`src/common/machinePkg.sv`:
```
//--------------------
// Array machine package
// sizes, data types and instruction layout shared by all blocks
//--------------------
package machinePkg;

  //--------------------
  // sizes
  localparam int areaSize   = 4;                     // elements per array
  localparam int arrayCount = 4;
  localparam int heapSize   = areaSize * arrayCount;
  localparam int localSize  = 8;
  localparam int codeSize   = 32;                    // instruction slots

  localparam int wordW      = 16;
  localparam int areaW      = 8;                     // area and address fields
  localparam int heapAddrW  = $clog2(heapSize);
  localparam int localAddrW = $clog2(localSize);
  localparam int arrayNumW  = $clog2(arrayCount);
  localparam int codeAddrW  = $clog2(codeSize);

  //--------------------
  // vector types
  typedef logic signed [wordW-1:0]  word_t;
  typedef logic signed [areaW-1:0]  area_t;          // also the jump offset
  typedef logic [heapAddrW-1:0]     heapAddr_t;      // wraps modulo heapSize
  typedef logic [localAddrW-1:0]    localAddr_t;
  typedef logic [arrayNumW-1:0]     arrayNum_t;
  typedef logic [codeAddrW-1:0]     codeAddr_t;

  typedef word_t [heapSize-1:0]     heapImage_t;     // whole heap
  typedef word_t [localSize-1:0]    localImage_t;
  typedef word_t [arrayCount-1:0]   sizeImage_t;     // one size per array

  //--------------------
  // encodings
  typedef enum logic [1:0] {arenaNone = 2'd0, arenaHeap = 2'd1, arenaLocal = 2'd2} arena_t;
  typedef enum logic {areaDirect = 1'b0, areaIndirect = 1'b1} areaMode_t;
  typedef enum logic [1:0] {addrConst = 2'd0, addrDirect = 2'd1, addrIndirect = 2'd2} addrMode_t;

  typedef enum logic [7:0] {
    opAdd        = 8'd0,
    opArray      = 8'd1,
    opArraySize  = 8'd6,
    opFree       = 8'd19,
    opJEq        = 8'd22,
    opJFalse     = 8'd23,
    opJGe        = 8'd24,
    opJGt        = 8'd25,
    opJLe        = 8'd26,
    opJLt        = 8'd27,
    opJNe        = 8'd28,
    opJTrue      = 8'd29,
    opJmp        = 8'd30,
    opMov        = 8'd34,
    opNot        = 8'd37,
    opOut        = 8'd38,
    opResize     = 8'd48,
    opShiftLeft  = 8'd53,
    opShiftRight = 8'd54,
    opSubtract   = 8'd56
  } opcode_t;

  //--------------------
  // structs
  typedef struct packed {
    area_t      area;
    area_t      address;
    arena_t     arena;
    areaMode_t  areaMode;
    addrMode_t  addrMode;
    logic [3:0] delta;                               // unsigned offset
    logic [6:0] spare;
  } operand_t;                                       // 32 bits

  typedef struct packed {
    opcode_t  opcode;
    operand_t target;
    operand_t source1;
    operand_t source2;
  } instruction_t;                                   // 104 bits

  typedef struct packed {
    word_t      value;
    arena_t     arena;                               // arena as written
    area_t      area;                                // area as written, used by jumps
    heapAddr_t  heapLoc;
    localAddr_t localLoc;
    arrayNum_t  arrayNum;
    word_t      index;                               // index within the array
    logic       valid;                               // low for arenaNone
  } resolved_t;

  typedef struct packed {
    logic       enable;
    arena_t     arena;
    heapAddr_t  heapLoc;
    localAddr_t localLoc;
    arrayNum_t  arrayNum;
    word_t      index;
    word_t      data;
  } memWrite_t;

endpackage

```
`src/execute/executeUnit.sv`:
```
//--------------------
// Execute unit
// decodes the opcode, computes the result and raises the strobes
//--------------------
`timescale 1ns/100ps

module executeUnit (
  input  logic                    clock,
  input  logic                    rst,
  input  logic                    active,
  input  machinePkg::opcode_t     opcode,
  input  machinePkg::resolved_t   target,
  input  machinePkg::resolved_t   source1,
  input  machinePkg::resolved_t   source2,
  input  machinePkg::sizeImage_t  sizes,
  input  machinePkg::arrayNum_t   grant,
  output machinePkg::memWrite_t   memWrite,
  output logic                    resize,
  output machinePkg::arrayNum_t   resizeArray,
  output machinePkg::word_t       resizeValue,
  output logic                    jump,
  output machinePkg::area_t       jumpOffset,
  output logic                    allocate,
  output logic                    releaseEn,
  output machinePkg::arrayNum_t   releaseNum,
  output logic                    outValid,
  output machinePkg::word_t       outValue
);
  import machinePkg::*;

  word_t result;
  word_t sizeRead;
  logic  writes;
  logic  taken;
  logic  isOut;

  assign sizeRead = sizes[arrayNum_t'(source1.value)];

  always_comb begin
    result = '0;
    writes = 1'b0;
    taken  = 1'b0;
    isOut  = 1'b0;
    case (opcode)
      opAdd:        begin result = source1.value + source2.value; writes = 1'b1; end
      opSubtract:   begin result = source1.value - source2.value; writes = 1'b1; end
      opMov:        begin result = source1.value;                 writes = 1'b1; end
      opNot:        begin result = (source1.value == 0) ? 16'sd1 : 16'sd0; writes = 1'b1; end
      opShiftLeft:  begin result = target.value << source1.value; writes = 1'b1; end
      opShiftRight: begin result = target.value >> source1.value; writes = 1'b1; end
      opArray:      begin result = word_t'(grant);                writes = 1'b1; end
      opArraySize:  begin result = sizeRead;                      writes = 1'b1; end
      opOut:        isOut = 1'b1;
      opJEq:        taken = source1.value == source2.value;
      opJNe:        taken = source1.value != source2.value;
      opJLt:        taken = source1.value <  source2.value;
      opJLe:        taken = source1.value <= source2.value;
      opJGt:        taken = source1.value >  source2.value;
      opJGe:        taken = source1.value >= source2.value;
      opJTrue:      taken = source1.value != 0;
      opJFalse:     taken = source1.value == 0;
      opJmp:        taken = 1'b1;
      default:      ;                                // unknown opcodes do nothing
    endcase
  end

  //--------------------
  // strobes, all gated by active
  assign memWrite = '{enable:   active && writes && target.valid,
                      arena:    target.arena,
                      heapLoc:  target.heapLoc,
                      localLoc: target.localLoc,
                      arrayNum: target.arrayNum,
                      index:    target.index,
                      data:     result};

  assign resize      = active && (opcode == opResize);
  assign resizeArray = target.arrayNum;
  assign resizeValue = source1.value;
  assign jump        = active && taken;
  assign jumpOffset  = target.area;                  // signed step from this slot
  assign allocate    = active && (opcode == opArray);
  assign releaseEn   = active && (opcode == opFree);
  assign releaseNum  = arrayNum_t'(target.value);

  always_ff @(posedge clock) begin
    if (rst) outValid <= 1'b0;
    else     outValid <= active && isOut;            // one pulse per out
  end

  always_ff @(posedge clock) begin
    if (active && isOut) outValue <= source1.value;
  end

  // a taken jump with no step would spin forever
  assert property (@(posedge clock) disable iff (rst) jump |-> jumpOffset != '0)
    else $error("taken jump with zero offset");

endmodule

```
`src/execute/operandResolver.sv`:
```
//--------------------
// Operand resolver
// applies arena, area and address modes plus delta to one operand
//--------------------
`timescale 1ns/100ps

module operandResolver (
  input  machinePkg::operand_t    operand,
  input  machinePkg::localImage_t localImage,
  input  machinePkg::heapImage_t  heapImage,
  output machinePkg::resolved_t   resolved
);
  import machinePkg::*;

  arrayNum_t  areaNum;
  word_t      areaWord;
  word_t      addrBase;
  word_t      index;
  heapAddr_t  heapLoc;
  localAddr_t localLoc;

  always_comb begin
    areaWord = localImage[localAddr_t'(operand.area)];
    areaNum  = (operand.areaMode == areaIndirect) ? arrayNum_t'(areaWord)
                                                  : arrayNum_t'(operand.area);
    if (operand.addrMode == addrIndirect) begin
      addrBase = localImage[localAddr_t'(operand.address)];
    end else begin
      addrBase = word_t'(operand.address);           // sign extended
    end
    index    = word_t'(operand.delta) + addrBase;
    heapLoc  = heapAddr_t'(areaSize * int'(areaNum) + int'(index));
    localLoc = localAddr_t'(index);
  end

  always_comb begin
    resolved.arena    = operand.arena;
    resolved.area     = operand.area;
    resolved.heapLoc  = heapLoc;
    resolved.localLoc = localLoc;
    resolved.arrayNum = areaNum;
    resolved.index    = index;
    resolved.valid    = (operand.arena == arenaHeap) || (operand.arena == arenaLocal);
    case (operand.arena)
      arenaHeap: begin
        resolved.value = (operand.addrMode == addrConst) ? word_t'(operand.address)
                                                         : heapImage[heapLoc];
      end
      arenaLocal: begin
        resolved.value = (operand.addrMode == addrConst) ? word_t'(operand.address)
                                                         : localImage[localLoc];
      end
      default: resolved.value = '0;                  // no arena reads as zero
    endcase
  end

endmodule

```
`src/arrayAllocator.sv`:
```
//--------------------
// Array allocator
// hands out new array numbers and reuses freed ones first
//--------------------
`timescale 1ns/100ps

module arrayAllocator (
  input  logic                  clock,
  input  logic                  rst,
  input  logic                  allocate,
  input  logic                  releaseEn,
  input  machinePkg::arrayNum_t releaseNum,
  output machinePkg::arrayNum_t grant
);
  import machinePkg::*;

  arrayNum_t          freedStack [arrayCount];
  logic [arrayNumW:0] stackTop;                      // entries on the stack
  logic [arrayNumW:0] allocCount;                    // never allocated before

  assign grant = (stackTop != '0) ? freedStack[arrayNum_t'(stackTop - 1'b1)]
                                  : arrayNum_t'(allocCount);

  always_ff @(posedge clock) begin
    if (rst) begin
      stackTop   <= '0;
      allocCount <= '0;
    end else if (allocate) begin
      if (stackTop != '0) stackTop   <= stackTop - 1'b1;  // pop a freed number
      else                allocCount <= allocCount + 1'b1;
    end else if (releaseEn) begin
      stackTop <= stackTop + 1'b1;
    end
  end

  always_ff @(posedge clock) begin
    if (releaseEn) freedStack[stackTop[arrayNumW-1:0]] <= releaseNum;
  end

  assert property (@(posedge clock) disable iff (rst)
    allocate |-> (stackTop != '0 || allocCount < arrayCount))
    else $error("allocation beyond arrayCount");
  assert property (@(posedge clock) disable iff (rst) releaseEn |-> stackTop < arrayCount)
    else $error("release into a full freed stack");

endmodule

```
`src/arrayMachine.sv`:
```
//--------------------
// Array machine top level
// one instruction per clock from a preloaded code store
//--------------------
`timescale 1ns/100ps

module arrayMachine (
  input  logic                     clock,
  input  logic                     rst,
  input  logic                     load,
  input  machinePkg::codeAddr_t    loadAddr,
  input  machinePkg::instruction_t loadWord,
  input  logic                     run,
  output logic                     outValid,
  output machinePkg::word_t        outValue,
  output logic                     finished
);
  import machinePkg::*;

  instruction_t instruction;
  logic         active;
  resolved_t    targetRes;
  resolved_t    source1Res;
  resolved_t    source2Res;
  localImage_t  localImage;
  heapImage_t   heapImage;
  sizeImage_t   sizes;
  memWrite_t    memWrite;
  logic         resize;
  arrayNum_t    resizeArray;
  word_t        resizeValue;
  logic         jump;
  area_t        jumpOffset;
  logic         allocate;
  logic         releaseEn;
  arrayNum_t    releaseNum;
  arrayNum_t    grant;

  fetchUnit fetch (
    .clock, .rst, .load, .loadAddr, .loadWord, .run,
    .jump, .jumpOffset,
    .instruction, .active, .finished
  );

  //--------------------
  // operand resolution, one per field
  operandResolver targetResolver (
    .operand(instruction.target), .localImage, .heapImage, .resolved(targetRes)
  );
  operandResolver source1Resolver (
    .operand(instruction.source1), .localImage, .heapImage, .resolved(source1Res)
  );
  operandResolver source2Resolver (
    .operand(instruction.source2), .localImage, .heapImage, .resolved(source2Res)
  );

  executeUnit execute (
    .clock, .rst, .active,
    .opcode(instruction.opcode),
    .target(targetRes), .source1(source1Res), .source2(source2Res),
    .sizes, .grant,
    .memWrite, .resize, .resizeArray, .resizeValue,
    .jump, .jumpOffset,
    .allocate, .releaseEn, .releaseNum,
    .outValid, .outValue
  );

  dataMemory memory (
    .clock, .rst, .memWrite, .resize, .resizeArray, .resizeValue,
    .clearSize(allocate),                            // new array starts empty
    .clearArray(grant),
    .localImage, .heapImage, .sizes
  );

  arrayAllocator allocator (
    .clock, .rst, .allocate, .releaseEn, .releaseNum, .grant
  );

endmodule

```
`src/dataMemory.sv`:
```
//--------------------
// Data memory
// local memory, heap and array sizes behind one write port
//--------------------
`timescale 1ns/100ps

module dataMemory (
  input  logic                    clock,
  input  logic                    rst,
  input  machinePkg::memWrite_t   memWrite,
  input  logic                    resize,
  input  machinePkg::arrayNum_t   resizeArray,
  input  machinePkg::word_t       resizeValue,
  input  logic                    clearSize,
  input  machinePkg::arrayNum_t   clearArray,
  output machinePkg::localImage_t localImage,
  output machinePkg::heapImage_t  heapImage,
  output machinePkg::sizeImage_t  sizes
);
  import machinePkg::*;

  word_t curSize;
  word_t grownSize;
  logic  heapWrite;
  logic  localWrite;

  assign curSize    = sizes[memWrite.arrayNum];
  assign grownSize  = memWrite.index + 16'sd1;       // highest index plus one
  assign heapWrite  = memWrite.enable && (memWrite.arena == arenaHeap);
  assign localWrite = memWrite.enable && (memWrite.arena == arenaLocal);

  always_ff @(posedge clock) begin
    if (rst) begin
      localImage <= '0;
      heapImage  <= '0;
      sizes      <= '0;
    end else begin
      if (localWrite) begin
        localImage[memWrite.localLoc] <= memWrite.data;
      end
      if (heapWrite) begin
        heapImage[memWrite.heapLoc] <= memWrite.data;
        if (grownSize > curSize) sizes[memWrite.arrayNum] <= grownSize;
      end
      if (resize) begin
        sizes[resizeArray] <= resizeValue;
      end
      // later assignment wins, so a fresh array always reads size 0
      if (clearSize) begin
        sizes[clearArray] <= '0;
      end
    end
  end

endmodule

```
`src/fetchUnit.sv`:
```
//--------------------
// Fetch unit
// code store, program end, instruction pointer and finish flag
//--------------------
`timescale 1ns/100ps

module fetchUnit (
  input  logic                     clock,
  input  logic                     rst,
  input  logic                     load,
  input  machinePkg::codeAddr_t    loadAddr,
  input  machinePkg::instruction_t loadWord,
  input  logic                     run,
  input  logic                     jump,
  input  machinePkg::area_t        jumpOffset,
  output machinePkg::instruction_t instruction,
  output logic                     active,
  output logic                     finished
);
  import machinePkg::*;

  instruction_t       codeStore [codeSize];
  logic [codeAddrW:0] ip;                            // extra bit to point past the end
  logic [codeAddrW:0] progEnd;
  logic [codeAddrW:0] loadNext;

  assign loadNext    = {1'b0, loadAddr} + 1'b1;
  assign active      = run && (ip < progEnd);
  assign instruction = codeStore[ip[codeAddrW-1:0]];

  always_ff @(posedge clock) begin
    if (!run && load) begin
      codeStore[loadAddr] <= loadWord;
    end
  end

  always_ff @(posedge clock) begin
    if (rst) begin
      ip       <= '0;
      progEnd  <= '0;
      finished <= 1'b0;
    end else if (!run) begin                         // idle, code may be loaded
      ip       <= '0;
      finished <= 1'b0;
      if (load && loadNext > progEnd) progEnd <= loadNext;
    end else if (active) begin
      ip <= jump ? ip + jumpOffset[codeAddrW:0] : ip + 1'b1;  // offset wraps with ip
    end else begin
      finished <= 1'b1;                              // held until run falls
    end
  end

  // only a jump can carry the pointer past the code store
  assert property (@(posedge clock) disable iff (rst) ip <= codeSize)
    else $error("instruction pointer %0d beyond code store", ip);

endmodule

```
`config.mk`:
```
export PLATFORM = sky130hd
export DESIGN_NAME = arrayMachine
export DESIGN_NICKNAME = d
export VERILOG_FILES = /design/src/common/machinePkg.sv /design/src/execute/executeUnit.sv /design/src/execute/operandResolver.sv /design/src/arrayAllocator.sv /design/src/arrayMachine.sv /design/src/dataMemory.sv /design/src/fetchUnit.sv
export SDC_FILE = /design/constraint.sdc
export NUM_CORES = 2
export LEC_CHECK = 0
export ABC_AREA = 1
export ABC_CLOCK_PERIOD_IN_PS = 16460
export BUFFER_PORTS_ARGS = -buffer_cell sky130_fd_sc_hd__buf_2
export CAP_MARGIN = 40
export CELL_PAD_IN_SITES_DETAIL_PLACEMENT = 0
export CELL_PAD_IN_SITES_GLOBAL_PLACEMENT = 2
export CORE_MARGIN = 2
export CORE_UTILIZATION = 45
export DETAILED_ROUTE_END_ITERATION = 12
export PLACE_DENSITY_LB_ADDON = 0.2
export SLEW_MARGIN = 20
export SYNTH_ARGS = -nofsm -noshare
export SYNTH_HDL_FRONTEND = slang
export SYNTH_SLANG_ARGS = --single-unit
```
`constraint.sdc`:
```
create_clock -name clock -period 16.46 [get_ports clock]
set_clock_uncertainty 0.1 [all_clocks]
set_input_delay 0 -clock clock [delete_from_list [all_inputs] [get_ports clock]]
set_output_delay 0 -clock clock [all_outputs]
set_load 0.1 [all_outputs]
```
==> results.py <==
metrics = {
    "cts": {
        "cts.sinks": 2768,
        "cts_tree": "done",
        "clkTransAtPathRegs_ns": 0.06,
        "cts_resized": 0,
        "clockBufferDepth": 4,
        "post_cts.repair.setup_buffers": 0,
        "cts_made_buffers": 309,
        "htree_levels": 5,
        "clockRootBuffer": "clkbuf_16",
        "clk_latency_ns": 0.96,
    },
    "layout": {
        "final_common_cell": "nand2_1",
        "nets": 13551,
        "layout_common_cells": "nand2_1 (2395), edfxtp_1 (2296), a21oi_1 (1303)",
        "fillers": 25768,
        "drive_gt1_share_pct": 8.27,
        "instances_no_fill": 17355,
        "post-route-util_pct": 50.8,
        "syn_to_final_growth_pct": 12.6,
        "multiInputGateArea_mm2": 0.0430,
        "area.sequential_mm2": 0.0784,
    },
    "global_route": {
        "grt_use_met1_pct": 43.0,
        "track_usage_pct": 33.1,
        "grt_pass1_wl_um": 705000,
        "overflow": 0,
        "grt_antenna_before_repair": 35,
        "top_usage_layer": "met2",
        "grt_max_degree": 179,
        "globalRouteMet3Util_pct": 5.15,
        "grt_use_met2_pct": 53.9,
        "grt_pass1_vias": 98410,
    },
    "yosys": {
        "synth-edff-count": 2296,
        "avgSynthCellArea_um2": 9.70,
        "synth-async-reset-ratio_pct": 0,
        "synth_area_mm2": 0.130,
        "ys_types": 74,
        "syn-num-nets": 13581,
        "ys_warn_count": 0,
        "synth_sequential_area_ratio_pct": 60.5,
        "synth_seq_cells": 2768,
        "syn-instance-count": 13367,
        "synth_flop_cell": "edfxtp_1",
    },
    "placement": {
        "dp_hpwl_um": 293000,
        "dp.cells": 16644,
        "place.gp.congestion": 0.928,
        "io_buffers": 97,
    },
    "timing": {
        "fin_hold_ws_ns": 0.0454,
        "min_period_over_period_pct": 83.9,
        "rsz0062_at_grt": "no",
        "finalCriticalPeriod_ns": 13.81,
        "hold_viol_final": 0,
        "setup_viol": 0,
        "worstMarginPinSlew_ns": 1.09,
        "slew_violations": 0,
        "fmax_ghz": 0.0724,
        "slew-limit-headroom_pct": 27.4,
        "setup-tns-final_ns": 0,
    },
    "route": {
        "num_vias": 105856,
        "drt_iter0_drc": 12913,
        "via_per_inst": 6.10,
        "ant_nets": 0,
        "drc": 0,
        "first_pass_iters": 8,
        "drt-total-wl_um": 499000,
        "wl_per_cell_um": 28.7,
    },
    "critical_path": {
        "crit_required_ns": 17.24,
        "cpMostUsedCell": "nand2_1",
        "crit_slowest_cell": "dfxtp_4",
        "cp_max_fo": 86,
        "rrSetupSlack_ns": 2.65,
        "critPathLaunchType": "flip-flop",
        "endpoint_kind": "flip-flop",
        "worstSetupPathType": "flip-flop to flip-flop",
        "slowest_delay_ns": 0.73,
        "critical_path_arrival_ns": 14.60,
    },
    "status": {
        "status": "finished clean",
    },
    "die": {
        "dieHeight_um": 541,
        "core_mm2": 0.287,
        "io_pins": 131,
        "fp.dieArea_mm2": 0.292,
        "die_w_um": 541,
        "start_util_pct": 45.1,
        "rows": 197,
    },
    "hold_path": {
        "hp-class": "input port to flip-flop",
    },
    "power": {
        "peakVddDrop_v": 0.000176,
        "powerDensity_mw_per_mm2": 168,
        "leakage_nw": 53.3,
    },
    "flow_run": {
        "maxCapViolations": 0,
    },
}
## path summary, 6_finish.rpt
check | start | endpoint | cells after the start
max | flip-flop | fetch.ip[5]$_SDFFE_PP0P_ | 52
min | loadWord[13] | fetch.codeStore[18][13]$_DFFE_PP_ | 2
max reg2reg | flip-flop | fetch.ip[5]$_SDFFE_PP0P_ | 52
min reg2reg | allocator.stackTop[2]$_SDFFE_PP0P_ | allocator.stackTop[2]$_SDFFE_PP0P_ | 2
## cell families after synthesis
group / Yosys count / synth area share, %
AO/OA/AOI/OAI: 3590 / 15.8
XOR/XNOR: 39 / 0.281
adder cells (fa/ha/maj): 101 / 1.01
buffers and inverters: 2011 / 6.74
flip-flops: 2768 / 60.5
AND/OR/NAND/NOR: 4858 / 15.7
## area by class of cell
cell class,count,share of cell area [%]
clock buffers,395,5.62
clock inverters,140,1.09
diodes,13,0.0223
inverters,1050,2.73
repair buffers,620,4.15
multi-input cells,8588,29.4
flip-flops and latches,2768,53.7
well taps,3781,3.24
## Yosys cell counts (all sizes together), types with 17 or more instances
master,n,share of area [%]
a31oi,30,0.17
a21oi,1304,5.0
o41ai,17,0.11
dfxtp,472,7.3
inv,1030,3.0
o211ai,66,0.38
xor2,30,0.21
a22oi,106,0.61
nand2,2420,7.0
buf,500,2.4
edfxtp,2296,53
clkbuf,461,1.3
nand3,1298,5.0
o21a,46,0.27
a221oi,52,0.36
nand4,53,0.26
clkinv,20,0.058
nor2,993,2.9
o221ai,95,0.64
o21ai,1333,5.2
ha,95,0.92
nor3,63,0.26
o311ai,63,0.43
a32o,47,0.36
o31ai,22,0.13
o22ai,324,1.6
a211oi,27,0.16
## what timing repair did
| item | CTS | global route |
|---|---|---|
| hold buffers | 134 | 0 |
| endpoints found under the hold margin | 2667 | 0 |
| setup endpoints to repair | 0 | 0 |
## power by group
group          switching (mW)  total (mW)  leakage, nW  internal (mW)
registers              0.0281        7.66         24.5           7.63
clock network            2.95        6.82         4.74           3.86
logic                    7.46        10.0         24.0           2.55
total                    10.4        24.5         53.3           14.0
## critical path, delay by kind of cell, from the launching register on
kind / cells / cell delay (ns)
and+or+nand+nor: 26 / 4.53
adders and majority gates: 4 / 1.74
DFF: 1 / 0.73
buffers and inverters: 8 / 2.81
xor gates and xnor gates: 2 / 1.00
AOI/OAI and AO/OA: 12 / 2.68
## routing by layer
layer / routed length (um) / part of all wire, %
met1: 195000 / 39
met2: 233000 / 47
met3: 43000 / 8.6
met4: 27800 / 5.6
met5: 172 / 0.034
## stage by stage
stage	power, mW	worst slack (ns)	area (um^2)
detailed placement	17.4	2.80	134000
floorplan	13.4	5.87	130000
CTS	24.3	2.76	146000
global placement	17.3	2.55	133000
global route	25.3	1.94	146000
finish	24.5	2.65	146000
## flip-flops by register name (all words and copies together), names as in the netlist, named ones only
| name | cells |
|---|---|
| allocator.allocCount | 2 |
| memory.heapImage | 256 |
| memory.sizes | 64 |
| fetch.finished | 1 |
| execute.outValue | 16 |
| allocator.freedStack | 8 |
| memory.localImage | 128 |
| allocator.stackTop | 3 |
| fetch.progEnd | 6 |
| fetch.codeStore | 2272 |
| execute.outValid | 1 |
| fetch.ip | 6 |
No activity file was read; power rests on OpenSTA's default activity.
